[config.mk]
export PLATFORM = sky130hd
export DESIGN_NAME = host_reg_decoder
export DESIGN_NICKNAME = d
export VERILOG_FILES = /design/src/source/nes_bus_pkg.sv /design/src/source/nes_io_pkg.sv /design/src/source/host_reg_decoder.sv
export SDC_FILE = /design/constraint.sdc
export NUM_CORES = 1
export LEC_CHECK = 0
export BUFFER_PORTS_ARGS = -buffer_cell sky130_fd_sc_hd__buf_2
export CAP_MARGIN = 20
export CORE_ASPECT_RATIO = 0.9
export CORE_MARGIN = 4
export CORE_UTILIZATION = 30
export CTS_CLUSTER_DIAMETER = 120
export DETAILED_ROUTE_END_ITERATION = 7
export PLACE_DENSITY_LB_ADDON = 0.3
export RECOVER_POWER = 100
export SLEW_MARGIN = 20
export SYNTH_ARGS = -nofsm -noshare
export SYNTH_HDL_FRONTEND = slang
export SYNTH_SLANG_ARGS = --single-unit
[constraint.sdc]
create_clock -name clk -period 2.5 [get_ports clk]
set_input_delay 0.375 -clock clk [delete_from_list [all_inputs] [get_ports clk]]
set_output_delay 0.375 -clock clk [all_outputs]
set_load 0.005 [all_outputs]
[src/source/nes_bus_pkg.sv]
//******************************
// shared memory bus package
// bus widths and the phase numbers
// of the clock-enable scheduler
//******************************

package nes_bus_pkg;

  // one byte per bus word
  localparam int DATA_W = 8;

  // small on-chip memory by default
  localparam int DEF_ADDR_W = 12;

  // scheduler phase counter
  localparam int PHASE_W = 3;

  localparam logic [PHASE_W-1:0] PHASE_LAST = 3'd4;  // counter wraps after this
  localparam logic [PHASE_W-1:0] PHASE_MEM  = 3'd0;  // memory slot
  localparam logic [PHASE_W-1:0] PHASE_NES  = 3'd4;  // core clock enable

endpackage

[src/source/nes_io_pkg.sv]
//******************************
// board io package
// host register map, dualshock key
// bits, NES button bits, iNES header
//******************************

package nes_io_pkg;

  // host link register addresses
  localparam logic [7:0] REG_LOADER_CONF = 8'h35;
  localparam logic [7:0] REG_ROM_DATA    = 8'h37;
  localparam logic [7:0] REG_BTN_1       = 8'h40;
  localparam logic [7:0] REG_BTN_2       = 8'h41;

  // iNES header
  localparam int          HDR_LEN   = 16;
  localparam logic [31:0] NES_MAGIC = 32'h4E45531A;  // "NES" then 0x1a

  // dualshock key word, low byte first, active low
  localparam int KEY_SELECT   = 0;
  localparam int KEY_START    = 3;
  localparam int KEY_UP       = 4;
  localparam int KEY_RIGHT    = 5;
  localparam int KEY_DOWN     = 6;
  localparam int KEY_LEFT     = 7;
  localparam int KEY_TRIANGLE = 12;
  localparam int KEY_CIRCLE   = 13;
  localparam int KEY_CROSS    = 14;
  localparam int KEY_SQUARE   = 15;

  // NES joypad byte, as shifted out lsb first
  localparam int BTN_A      = 0;
  localparam int BTN_B      = 1;
  localparam int BTN_SELECT = 2;
  localparam int BTN_START  = 3;
  localparam int BTN_UP     = 4;
  localparam int BTN_DOWN   = 5;
  localparam int BTN_LEFT   = 6;
  localparam int BTN_RIGHT  = 7;

endpackage

[src/source/host_reg_decoder.sv]
//******************************
// host register decoder
// turns host link writes into loader
// hold, button overrides, rom bytes
//******************************

`timescale 1ns/1ps

module host_reg_decoder (
  input  logic                           clk,
  input  logic                           sys_resetn,
  input  logic [nes_bus_pkg::DATA_W-1:0] reg_addr,
  input  logic [nes_bus_pkg::DATA_W-1:0] reg_data,
  input  logic                           reg_write,
  output logic                           loader_hold,
  output logic [nes_bus_pkg::DATA_W-1:0] rom_byte,
  output logic                           rom_strobe,
  output logic [nes_bus_pkg::DATA_W-1:0] btn_force_1,
  output logic [nes_bus_pkg::DATA_W-1:0] btn_force_2
);

  import nes_io_pkg::*;

  always_ff @(posedge clk) begin
    if (!sys_resetn) begin
      loader_hold <= 1'b0;
      rom_byte    <= '0;
      rom_strobe  <= 1'b0;
      btn_force_1 <= '0;
      btn_force_2 <= '0;
    end else begin
      // one cycle late, byte and strobe line up
      rom_strobe <= reg_write && (reg_addr == REG_ROM_DATA);
      if (reg_write) begin
        case (reg_addr)
          REG_LOADER_CONF: loader_hold <= reg_data[0];  // only the hold bit is kept
          REG_ROM_DATA:    rom_byte    <= reg_data;
          REG_BTN_1:       btn_force_1 <= reg_data;
          REG_BTN_2:       btn_force_2 <= reg_data;
          default: ;  // other addresses belong to blocks not present here
        endcase
      end
    end
  end

endmodule

# == Yosys cells after proc, flatten, opt, wreduce, memory -nomap -nowiden ==
# Index checks and enable logic that the tools add are counted.
# classes
reduce_logical,5
eq_ne,4
# op_table
cell,count
$eq A8 B6 Y1 const B,2
$eq A8 B7 Y1 const B,2
$reduce_and A2 Y1,4
$logic_and A1 B1 Y1,1
# totals
wordCells,14
output_inout_bits,26
regBits,26
input_bits,19

# == Depth between registers and ports, before layout ==
# Gate-level depths: netlist of run 1.
# logic_depth
depth_word,2
mapped_depth,4

# == Worst setup path before layout of run 1 ==
# No wires, ideal clock.
# synth_timing
path_type,input to register
startpoint,input reg_addr[4] (netlist name)
endpoint,register btn_force_1[0] (netlist name)
path_buffers,0
path_slack_ns,0.903
arrival_time_ns,1.525
stages,3
setup_ns,0.072
cell_sequence,or4b_4 -> nor3_4 -> mux2i_1
# synth_via
elab_chain_cells,2
# synth_rtl
item,line_no,text
from (decl),host_reg_decoder.sv:12,"input logic [nes_bus_pkg::DATA_W-1:0] reg_addr,"
$eq A8 B7 Y1,host_reg_decoder.sv:35,case (reg_addr)
$reduce_and A2 Y1 (no source line),-,
to (signal assigned),host_reg_decoder.sv:38,REG_BTN_1: btn_force_1 <= reg_data;
to (decl),host_reg_decoder.sv:18,"output logic [nes_bus_pkg::DATA_W-1:0] btn_force_1,"
# Every way passes these cells.
# A chain may end at the register's enable or synchronous reset.

# == Worst setup path after layout of run 1 ==
# layout_timing
startpoint,input reg_addr[4] (netlist name)
endpoint,register btn_force_2[3] (netlist name)
# layout_via
elab_chain_cells,2
# layout_rtl
item,line_no,text
$eq A8 B7 Y1,host_reg_decoder.sv:35,
$reduce_and A2 Y1 (no source line),-,
to (signal assigned),host_reg_decoder.sv:39,REG_BTN_2: btn_force_2 <= reg_data;
to (decl),host_reg_decoder.sv:19,output logic [nes_bus_pkg::DATA_W-1:0] btn_force_2
# Every way passes these cells.

==> impl_metrics.json, run 1 <==
{
  "status": "completed",
  "synth-seq-cells": 26,
  "fillCellCount": 338,
  "nets": 163,
  "final_common_cell": "nand2_1",
  "synth.avg_cell_area_um2": 10.1,
  "min_path_type": "in2reg",
  "clk_path_buf_depth": 2,
  "antenna_cells": 0,
  "die_x_um": 69.1,
  "ant_nets": 0,
  "die_y_um": 63.0,
  "cp_max_fo": 8,
  "ff2ff_path_depth": 2,
  "cellPowerDensity_mw_per_mm2": 614,
  "holdBufCountCts": 0,
  "leakage_nw": 0.559,
  "end_kind": "flip-flop",
  "grt_pass1_wl_um": 4060,
  "clock-root-buffer": "clkbuf_8",
  "tritoncts": "done",
  "final-hold-violation-count": 0,
  "grt_use_met1_pct": 14.1,
  "arrival_ns": 2.02,
  "cts-htree-levels": 1,
  "drt_iter0_markers": 24,
  "tns_ns": 0,
  "initial_core_util_pct": 32.1,
  "die_area_mm2": 0.00435,
  "cp-start-kind": "primary input",
  "crit_start": "reg_addr[4]",
  "yosys_warnings": 0,
  "drive_above_1_share_pct": 21.0,
  "r2r-end": "rom_byte[3]",
  "fmax_mhz": 550,
  "gp_congestion": 0.857,
  "row_count": 19,
  "antenna_found_initial": 0,
  "dp_slack_ns": 0.563,
  "synth_area_leaders": "dfxtp_1 52%, mux2i_1 25%, nand2_1 12%, clkbuf_1 1.9%, nor3_4 1.6%",
  "numCtsBuffers": 3,
  "worstMarginPinSlew_ns": 0.812,
  "ys_seq_area_share_pct": 51.6,
  "cts.sinks": 26,
  "clk_latency_ns": 0.27,
  "ff2ff_setup_slack_ns": 1.86,
  "mostFrequentLayoutCells": "33 x nand2_1, 26 x dfxtp_1, 25 x mux2i_1, 25 x buf_2, 20 x clkbuf_1",
  "crit_path_end": "btn_force_2[3]",
  "ctsResizeCount": 0,
  "grt_pass1_vias": 867,
  "required_ns": 2.70,
  "r2r_start": "rom_byte[3]",
  "ios": 45,
  "wirelength_um": 2510,
  "vias": 832,
  "path_class": "in2reg",
  "drt-vias-per-instance": 4.50,
  "rsz0062_at_grt": "false",
  "wl_per_cell_um": 13.6,
  "max_slew_margin_pct": 45.6,
  "grtUsageMet2_pct": 18.6,
  "areaGrowthSynthToFinish_pct": 28.5,
  "fp.coreArea_mm2": 0.00314,
  "synth_top_area_share_pct": 51.6,
  "syn-cell-area_mm2": 0.00101,
  "yosys.area.top_type": "dfxtp_1",
  "met3_usage_pct": 4.98,
  "skew_ns": 0,
  "min_period_over_period_pct": 72.7,
  "top_usage_layer": "met2",
  "dp_hpwl_um": 1880,
  "worst_ir_drop_vdd_mv": 0.258,
  "grt.overflow.total": 0,
  "slew_viol_final": 0,
  "maxCapViolCount": 0,
  "grt_max_degree": 35,
  "dr.pass1.iters": 4,
  "yosysUniqueCellTypes": 15,
  "cts_setup_buffers": 0,
  "track_usage_pct": 11.9,
  "synth_nets": 119,
  "finalSetupViolations": 0,
  "setup_ws_ns": 0.682,
  "clkTransAtPathRegs_ns": 0.09,
  "port_buffers": 44,
  "layout_min_cycle_time_ns": 1.82,
  "whs_ns": 0.402,
  "post-route-drc-count": 0,
  "postSynthCellCount": 100
}
-- flip-flops by register name, indices dropped and copies added, names as in the netlist --
signal,cells
btn_force_1,8
btn_force_2,8
loader_hold,1
rom_byte,8
rom_strobe,1
-- per-layer routing --
| metal | share of wire [%] | vias up |
|---|---|---|
| met5 | 0 | - |
| met4 | 1.4 | 0 |
| met1 | 45 | 377 |
| met3 | 8.2 | 4 |
| li1 | - | 417 |
| met2 | 45 | 34 |
-- metrics by stage --
step / instances / cell area (um2) / utilization [%] / power (mW)
floorplan: 100 / 1010 / - / 0.442
global placement: 181 / 1270 / 40.4 / 0.460
detailed placement: 181 / 1270 / 40.4 / 0.462
CTS: 185 / 1340 / 42.7 / 0.804
global route: 185 / 1300 / 41.3 / 0.822
finish: 185 / 1300 / 41.3 / 0.796
-- report_power, final --
part           switching [mW]  internal (mW)  total, mW
combinational          0.0212         0.0149     0.0362
sequential           0.000267          0.414      0.414
clock                   0.132          0.214      0.346
total                   0.153          0.643      0.796
-- cell families (layout without fill, tap and decap cells) --
logic type | count (synthesis) | in the layout | synth area share [%]
and+or+nand+nor | 42 | 42 | 20.6
muxes | 25 | 25 | 24.8
buffers and inverters | 7 | 50 | 2.98
DFF | 26 | 26 | 51.6
-- worst max-delay path, stage by stage --
cell and delay (ns):
buf_2 0.10, or4b_1 0.56, nor3b_1 0.19, clkbuf_1 0.54, mux2i_1 0.26
-- cells in the mapped netlist (all sizes together) --
library cell  number
nand3              1
nor3b              1
nor2               1
inv                1
mux2i             25
buf                1
nor4bb             1
clkbuf             5
or4b               2
dfxtp             26
nand2             33
and4b              1
nand3b             1
nor3               1
-- worst min path at each step --
| stage | startpoint | end | slack (ns) | depth (start not counted) |
|---|---|---|---|---|
| global route | reg_data[4] | rom_byte[4] | 0.41 | 3 |
| CTS | reg_data[6] | btn_force_1[6] | 0.40 | 3 |
| global placement | btn_force_2[5] | btn_force_2[5] | 0.44 | 2 |
| detailed placement | btn_force_2[4] | btn_force_2[4] | 0.44 | 2 |
| finish | reg_data[1] | btn_force_1[1] | 0.40 | 3 |
| floorplan | btn_force_1[0] | btn_force_1[0] | 0.45 | 2 |
-- area by class of cell --
cell class | instances | area, um2 | area share, %
clock buffer | 3 | 41.3 | 3.19
clock inverter | 1 | 30.0 | 2.32
sequential | 26 | 520 | 40.2
multi-input combinational | 67 | 448 | 34.6
inverter | 1 | 3.75 | 0.290
timing repair buffer | 45 | 200 | 15.4
tap | 42 | 52.6 | 4.05
Note: power is estimated with default switching activity, not from simulation.
==> inputs of run 2 (changes only) <==
- clock period: 2.5 -> 1.79 ns (I/O delays scaled with it)
==> run 2 against run 1 <==
Worst setup slack got worse by 0.37 ns. Sequential share of layout area decreased by 0.91 points. Clock power increased by 37%. Register-to-register slack got worse by 0.69 ns. Design area increased by 2.3%. Largest cell class unchanged. Utilization increased by 0.96 points. Power increased by 39%.
==> impl_metrics.json, run 2 (same netlist as run 1, synthesis figures left out) <==
{
  "dp_hpwl_um": 1700,
  "largestRegisters": "btn_force_1 x8, btn_force_2 x8, rom_byte x8",
  "ant_nets": 0,
  "clk_path_buf_depth": 2,
  "rsz0062_at_grt": "false",
  "wirelength_um": 2300,
  "leakage_nw": 0.597,
  "tritoncts": "done",
  "vias": 834,
  "layout_min_cycle_time_ns": 1.48,
  "ios": 45,
  "worstMarginPinSlew_ns": 0.713,
  "clk_latency_ns": 0.27,
  "final_common_cell": "nand2_1",
  "nets": 165,
  "whs_path_depth": 3,
  "antenna_found_initial": 0,
  "min_period_over_period_pct": 82.7,
  "cts_setup_buffers": 0,
  "die_area_mm2": 0.00435,
  "fp.coreArea_mm2": 0.00314,
  "slew_viol_final": 0,
  "skew_ns": 0,
  "fmax_mhz": 676,
  "worst_ir_drop_vdd_mv": 0.426,
  "clkTransAtPathRegs_ns": 0.09,
  "initial_core_util_pct": 32.1,
  "finalSetupViolations": 0,
  "cts-htree-levels": 1,
  "holdBufCountCts": 0,
  "maxCapViolCount": 0,
  "port_buffers": 44,
  "numCtsBuffers": 3,
  "min_path_type": "in2reg",
  "end_kind": "flip-flop",
  "clock-root-buffer": "clkbuf_8",
  "mostFrequentLayoutCells": "33 x nand2_1, 29 x buf_2, 26 x dfxtp_1",
  "track_usage_pct": 10.5,
  "max_slew_margin_pct": 52.4,
  "setup_ws_ns": 0.310,
  "final-hold-violation-count": 0,
  "cp-start-kind": "primary input",
  "required_ns": 1.99,
  "drt-vias-per-instance": 4.46,
  "arrival_ns": 1.68,
  "dr.pass1.iters": 4,
  "drive_above_1_share_pct": 26.2,
  "areaGrowthSynthToFinish_pct": 31.5,
  "drt_iter0_markers": 18,
  "grt_pass1_vias": 806,
  "antenna_cells": 0,
  "status": "completed",
  "cts.sinks": 26,
  "row_count": 19,
  "cellPowerDensity_mw_per_mm2": 833,
  "ctsResizeCount": 0,
  "grt_pass1_wl_um": 3660,
  "tns_ns": 0,
  "post-route-drc-count": 0,
  "die_y_um": 63.0,
  "dp_slack_ns": 0.182,
  "path_class": "in2reg",
  "cp_max_fo": 8,
  "grt_max_degree": 35,
  "gp_congestion": 0.829,
  "die_x_um": 69.1,
  "grt.overflow.total": 0,
  "ff2ff_path_depth": 2,
  "wl_per_cell_um": 12.3
}
## run 2: cell types whose count changed in the layout (fill, tap and decap cells not counted)
cell / before / now
buf_4: 0 / 1
buf_1: 0 / 1
nor3b_1: 1 / 0
nor3b_2: 0 / 1
clkbuf_2: 0 / 2
nor3_2: 1 / 0
nor3_4: 0 / 1
clkbuf_1: 20 / 14
buf_2: 25 / 29
## run 2: path summary, 6_finish.rpt
check                       from              to  slack [ns]
setup / recovery     reg_addr[4]  btn_force_2[5]        0.31
hold / removal       reg_data[5]  btn_force_1[5]        0.29
setup reg to reg  btn_force_1[5]  btn_force_1[5]        1.17
hold reg to reg   btn_force_2[4]  btn_force_2[4]        0.46
## run 2: cell type report
class	count	area, um2
Multi-Input combinational cell	67	459
Tap cell	42	52.6
Sequential cell	26	520
Timing Repair Buffer	47	219
Clock inverter	1	30.0
Clock buffer	3	41.3
Inverter	1	3.75
Fill cell	327	1810
## run 2: stage by stage
step | instances | power [mW] | instance area (um2) | util (%) | hold WS [ns]
floorplan | 100 | 0.618 | 1010 | - | 0.451
global placement | 183 | 0.643 | 1280 | 40.9 | 0.444
detailed placement | 183 | 0.645 | 1280 | 40.9 | 0.449
CTS | 187 | 1.12 | 1350 | 43.1 | 0.288
global route | 187 | 1.14 | 1330 | 42.3 | 0.298
finish | 187 | 1.11 | 1330 | 42.3 | 0.292
## run 2: power breakdown
part           internal, mW  switching (mW)  leakage, nW
logic                0.0213          0.0297        0.352
clock network         0.299           0.176       0.0357
registers             0.578        0.000356        0.209
## run 2: routing by layer
layer | vias up | wire length [um] | GRT usage (%)
li1 | 426 | - | -
met1 | 372 | 1030 | 12.5
met2 | 34 | 1030 | 16.4
met3 | 2 | 224 | 5.31
met4 | 0 | 17 | 3.66
met5 | - | 0 | 0
## run 2: worst max-delay path: stages
cell,delay (ns)
buf_2,0.10
or4b_1,0.60
nor3b_2,0.18
clkbuf_2,0.30
mux2i_1,0.22
==> inputs of run 3 (changes only) <==
- ABC_AREA: not set -> 1
- clock period: 1.79 -> 1.19 ns (I/O delays scaled with it)
==> run 3 against run 2 <==
Via count is 55% higher. Die area is 30% higher. Design area is 26% higher. Sequential share of layout area is 8.1 points lower. Clock power hardly changed. Combinational power grew to 3.3 times the previous value. Synthesized cell count is 110% higher. Clock skew stayed put. Synthesized area is 35% higher. Critical path type is now reg2out. Largest cell class is now multi-input gates. Largest power group unchanged. Highest routed layer unchanged.
==> impl_metrics.json, run 3 <==
{
  "cts.sinks": 26,
  "crit_slowest_cell": "dfxtp_1",
  "ff2ff_path_depth": 4,
  "vias": 1291,
  "maxCapViolCount": 0,
  "grt_pass1_wl_um": 5320,
  "nets": 279,
  "worst_ir_drop_vdd_mv": 0.488,
  "tritoncts": "done",
  "antenna_found_initial": 0,
  "wirelength_um": 3110,
  "clk_latency_ns": 0.26,
  "status": "completed",
  "drt-vias-per-instance": 4.06,
  "cellPowerDensity_mw_per_mm2": 907,
  "synthArstFlopShare_pct": 0,
  "worstSetupPathDepth": 1,
  "antenna_cells": 0,
  "leakage_nw": 0.843,
  "whs_ns": 0.226,
  "whs_path_depth": 3,
  "ant_nets": 0,
  "synth-seq-cells": 26,
  "slew_viol_final": 0,
  "finalSetupViolations": 0,
  "clkTransAtPathRegs_ns": 0.08,
  "fmax_mhz": 1070,
  "synth_flop_cell": "dfxtp_1",
  "wl_per_cell_um": 9.79,
  "initial_core_util_pct": 32.1,
  "synth_area_leaders": "dfxtp_1 38%, nand2_1 14%, inv_1 13%, nor2_1 10%, nand4_1 7.4%",
  "yosys.area.top_type": "dfxtp_1",
  "final-hold-violation-count": 0,
  "ctsResizeCount": 0,
  "critPathBufInv": 1,
  "cts-htree-levels": 1,
  "cts_setup_buffers": 0,
  "ios": 45,
  "largestRegisters": "btn_force_1 x8, btn_force_2 x8, rom_byte x8",
  "required_ns": 1.01,
  "grt_pass1_vias": 1191,
  "cp_max_fo": 2,
  "post-route-drc-count": 0,
  "yosys_warnings": 0,
  "areaGrowthSynthToFinish_pct": 22.8,
  "synth.avg_cell_area_um2": 6.42,
  "yosysMostFrequentCell": "nand2_1",
  "synth_edf_count": 0,
  "track_usage_pct": 11.7,
  "gp_congestion": 0.725,
  "row_count": 22,
  "clk_path_buf_depth": 2,
  "drive_above_1_share_pct": 20.2,
  "tns_ns": 0,
  "layout_min_cycle_time_ns": 0.931,
  "synth_commonest_cells": "49 x nand2_1, 48 x inv_1, 38 x nor2_1",
  "yosysUniqueCellTypes": 14,
  "dp_hpwl_um": 2510,
  "mostFrequentLayoutCells": "49 x nand2_1, 49 x inv_1, 38 x nor2_1",
  "max_slew_margin_pct": 71.2,
  "worstMarginPinSlew_ns": 0.432,
  "arrival_ns": 0.75,
  "min_period_over_period_pct": 78.3,
  "synth_nets": 231,
  "min_path_type": "in2reg",
  "port_buffers": 44,
  "cp-start-kind": "flip-flop",
  "rsz0062_at_grt": "false",
  "grt.overflow.total": 0,
  "end_kind": "output port",
  "ys_seq_area_share_pct": 38.2,
  "synth_top_area_share_pct": 38.2,
  "path_cells": "clkbuf_1",
  "die_y_um": 71.9,
  "clock-root-buffer": "clkbuf_8",
  "die_area_mm2": 0.00568,
  "critical-path-max-stage-delay_ns": 0.36,
  "crit_family": "flip-flops",
  "drt_iter0_markers": 61,
  "syn-cell-area_mm2": 0.00136,
  "dr.pass1.iters": 4,
  "skew_ns": 0,
  "die_x_um": 79.0,
  "path_class": "reg2out",
  "holdBufCountCts": 0,
  "fp.coreArea_mm2": 0.00424,
  "grt_max_degree": 27,
  "numCtsBuffers": 3,
  "postSynthCellCount": 212
}
run 3: cell families after synthesis:
group | synth area share (%)
AND/OR/NAND/NOR | 44.3
buffers and inverters | 17.5
flip-flops | 38.2
run 3: cell type report:
class                   instances  area, um2
flip-flops and latches         26        520
inverters                      54        203
multi-input cells             126        593
well taps                      60       75.1
clock buffers                   3       41.3
repair buffers                 49        239
fillers                       479       2570
run 3: worst paths after layout:
| kind | slack [ns] | from | end |
|---|---|---|---|
| max | 0.26 | rom_byte[5] | rom_byte[5] |
| min | 0.23 | reg_addr[0] | rom_strobe |
| max reg2reg | 0.55 | rom_byte[5] | rom_byte[5] |
| min reg2reg | 0.49 | btn_force_1[0] | btn_force_1[0] |
run 3: routing by layer:
layer | vias up | wire (um) | GRT usage [%]
met5 | - | 0 | 0
met4 | 0 | 17 | 2.29
met3 | 2 | 208 | 3.72
met2 | 44 | 1280 | 17.8
met1 | 524 | 1610 | 16.3
li1 | 721 | - | -
run 3: metrics by stage:
step / setup WS, ns / cell area [um2] / std cells / util (%) / total power, mW
after floorplan: 0.248 / 1360 / 212 / - / 0.995
after global placement: 0.0741 / 1660 / 315 / 39.1 / 1.06
after detailed placement: 0.0666 / 1660 / 315 / 39.1 / 1.06
after CTS: 0.242 / 1700 / 318 / 40.1 / 1.55
after global routing: 0.105 / 1670 / 318 / 39.4 / 1.60
final: 0.259 / 1670 / 318 / 39.4 / 1.52
run 3: report_power, final:
part,total (mW),internal (mW),switching [mW]
Sequential,0.872,0.871,0.000919
Clock,0.475,0.226,0.248
Combinational,0.169,0.0582,0.111
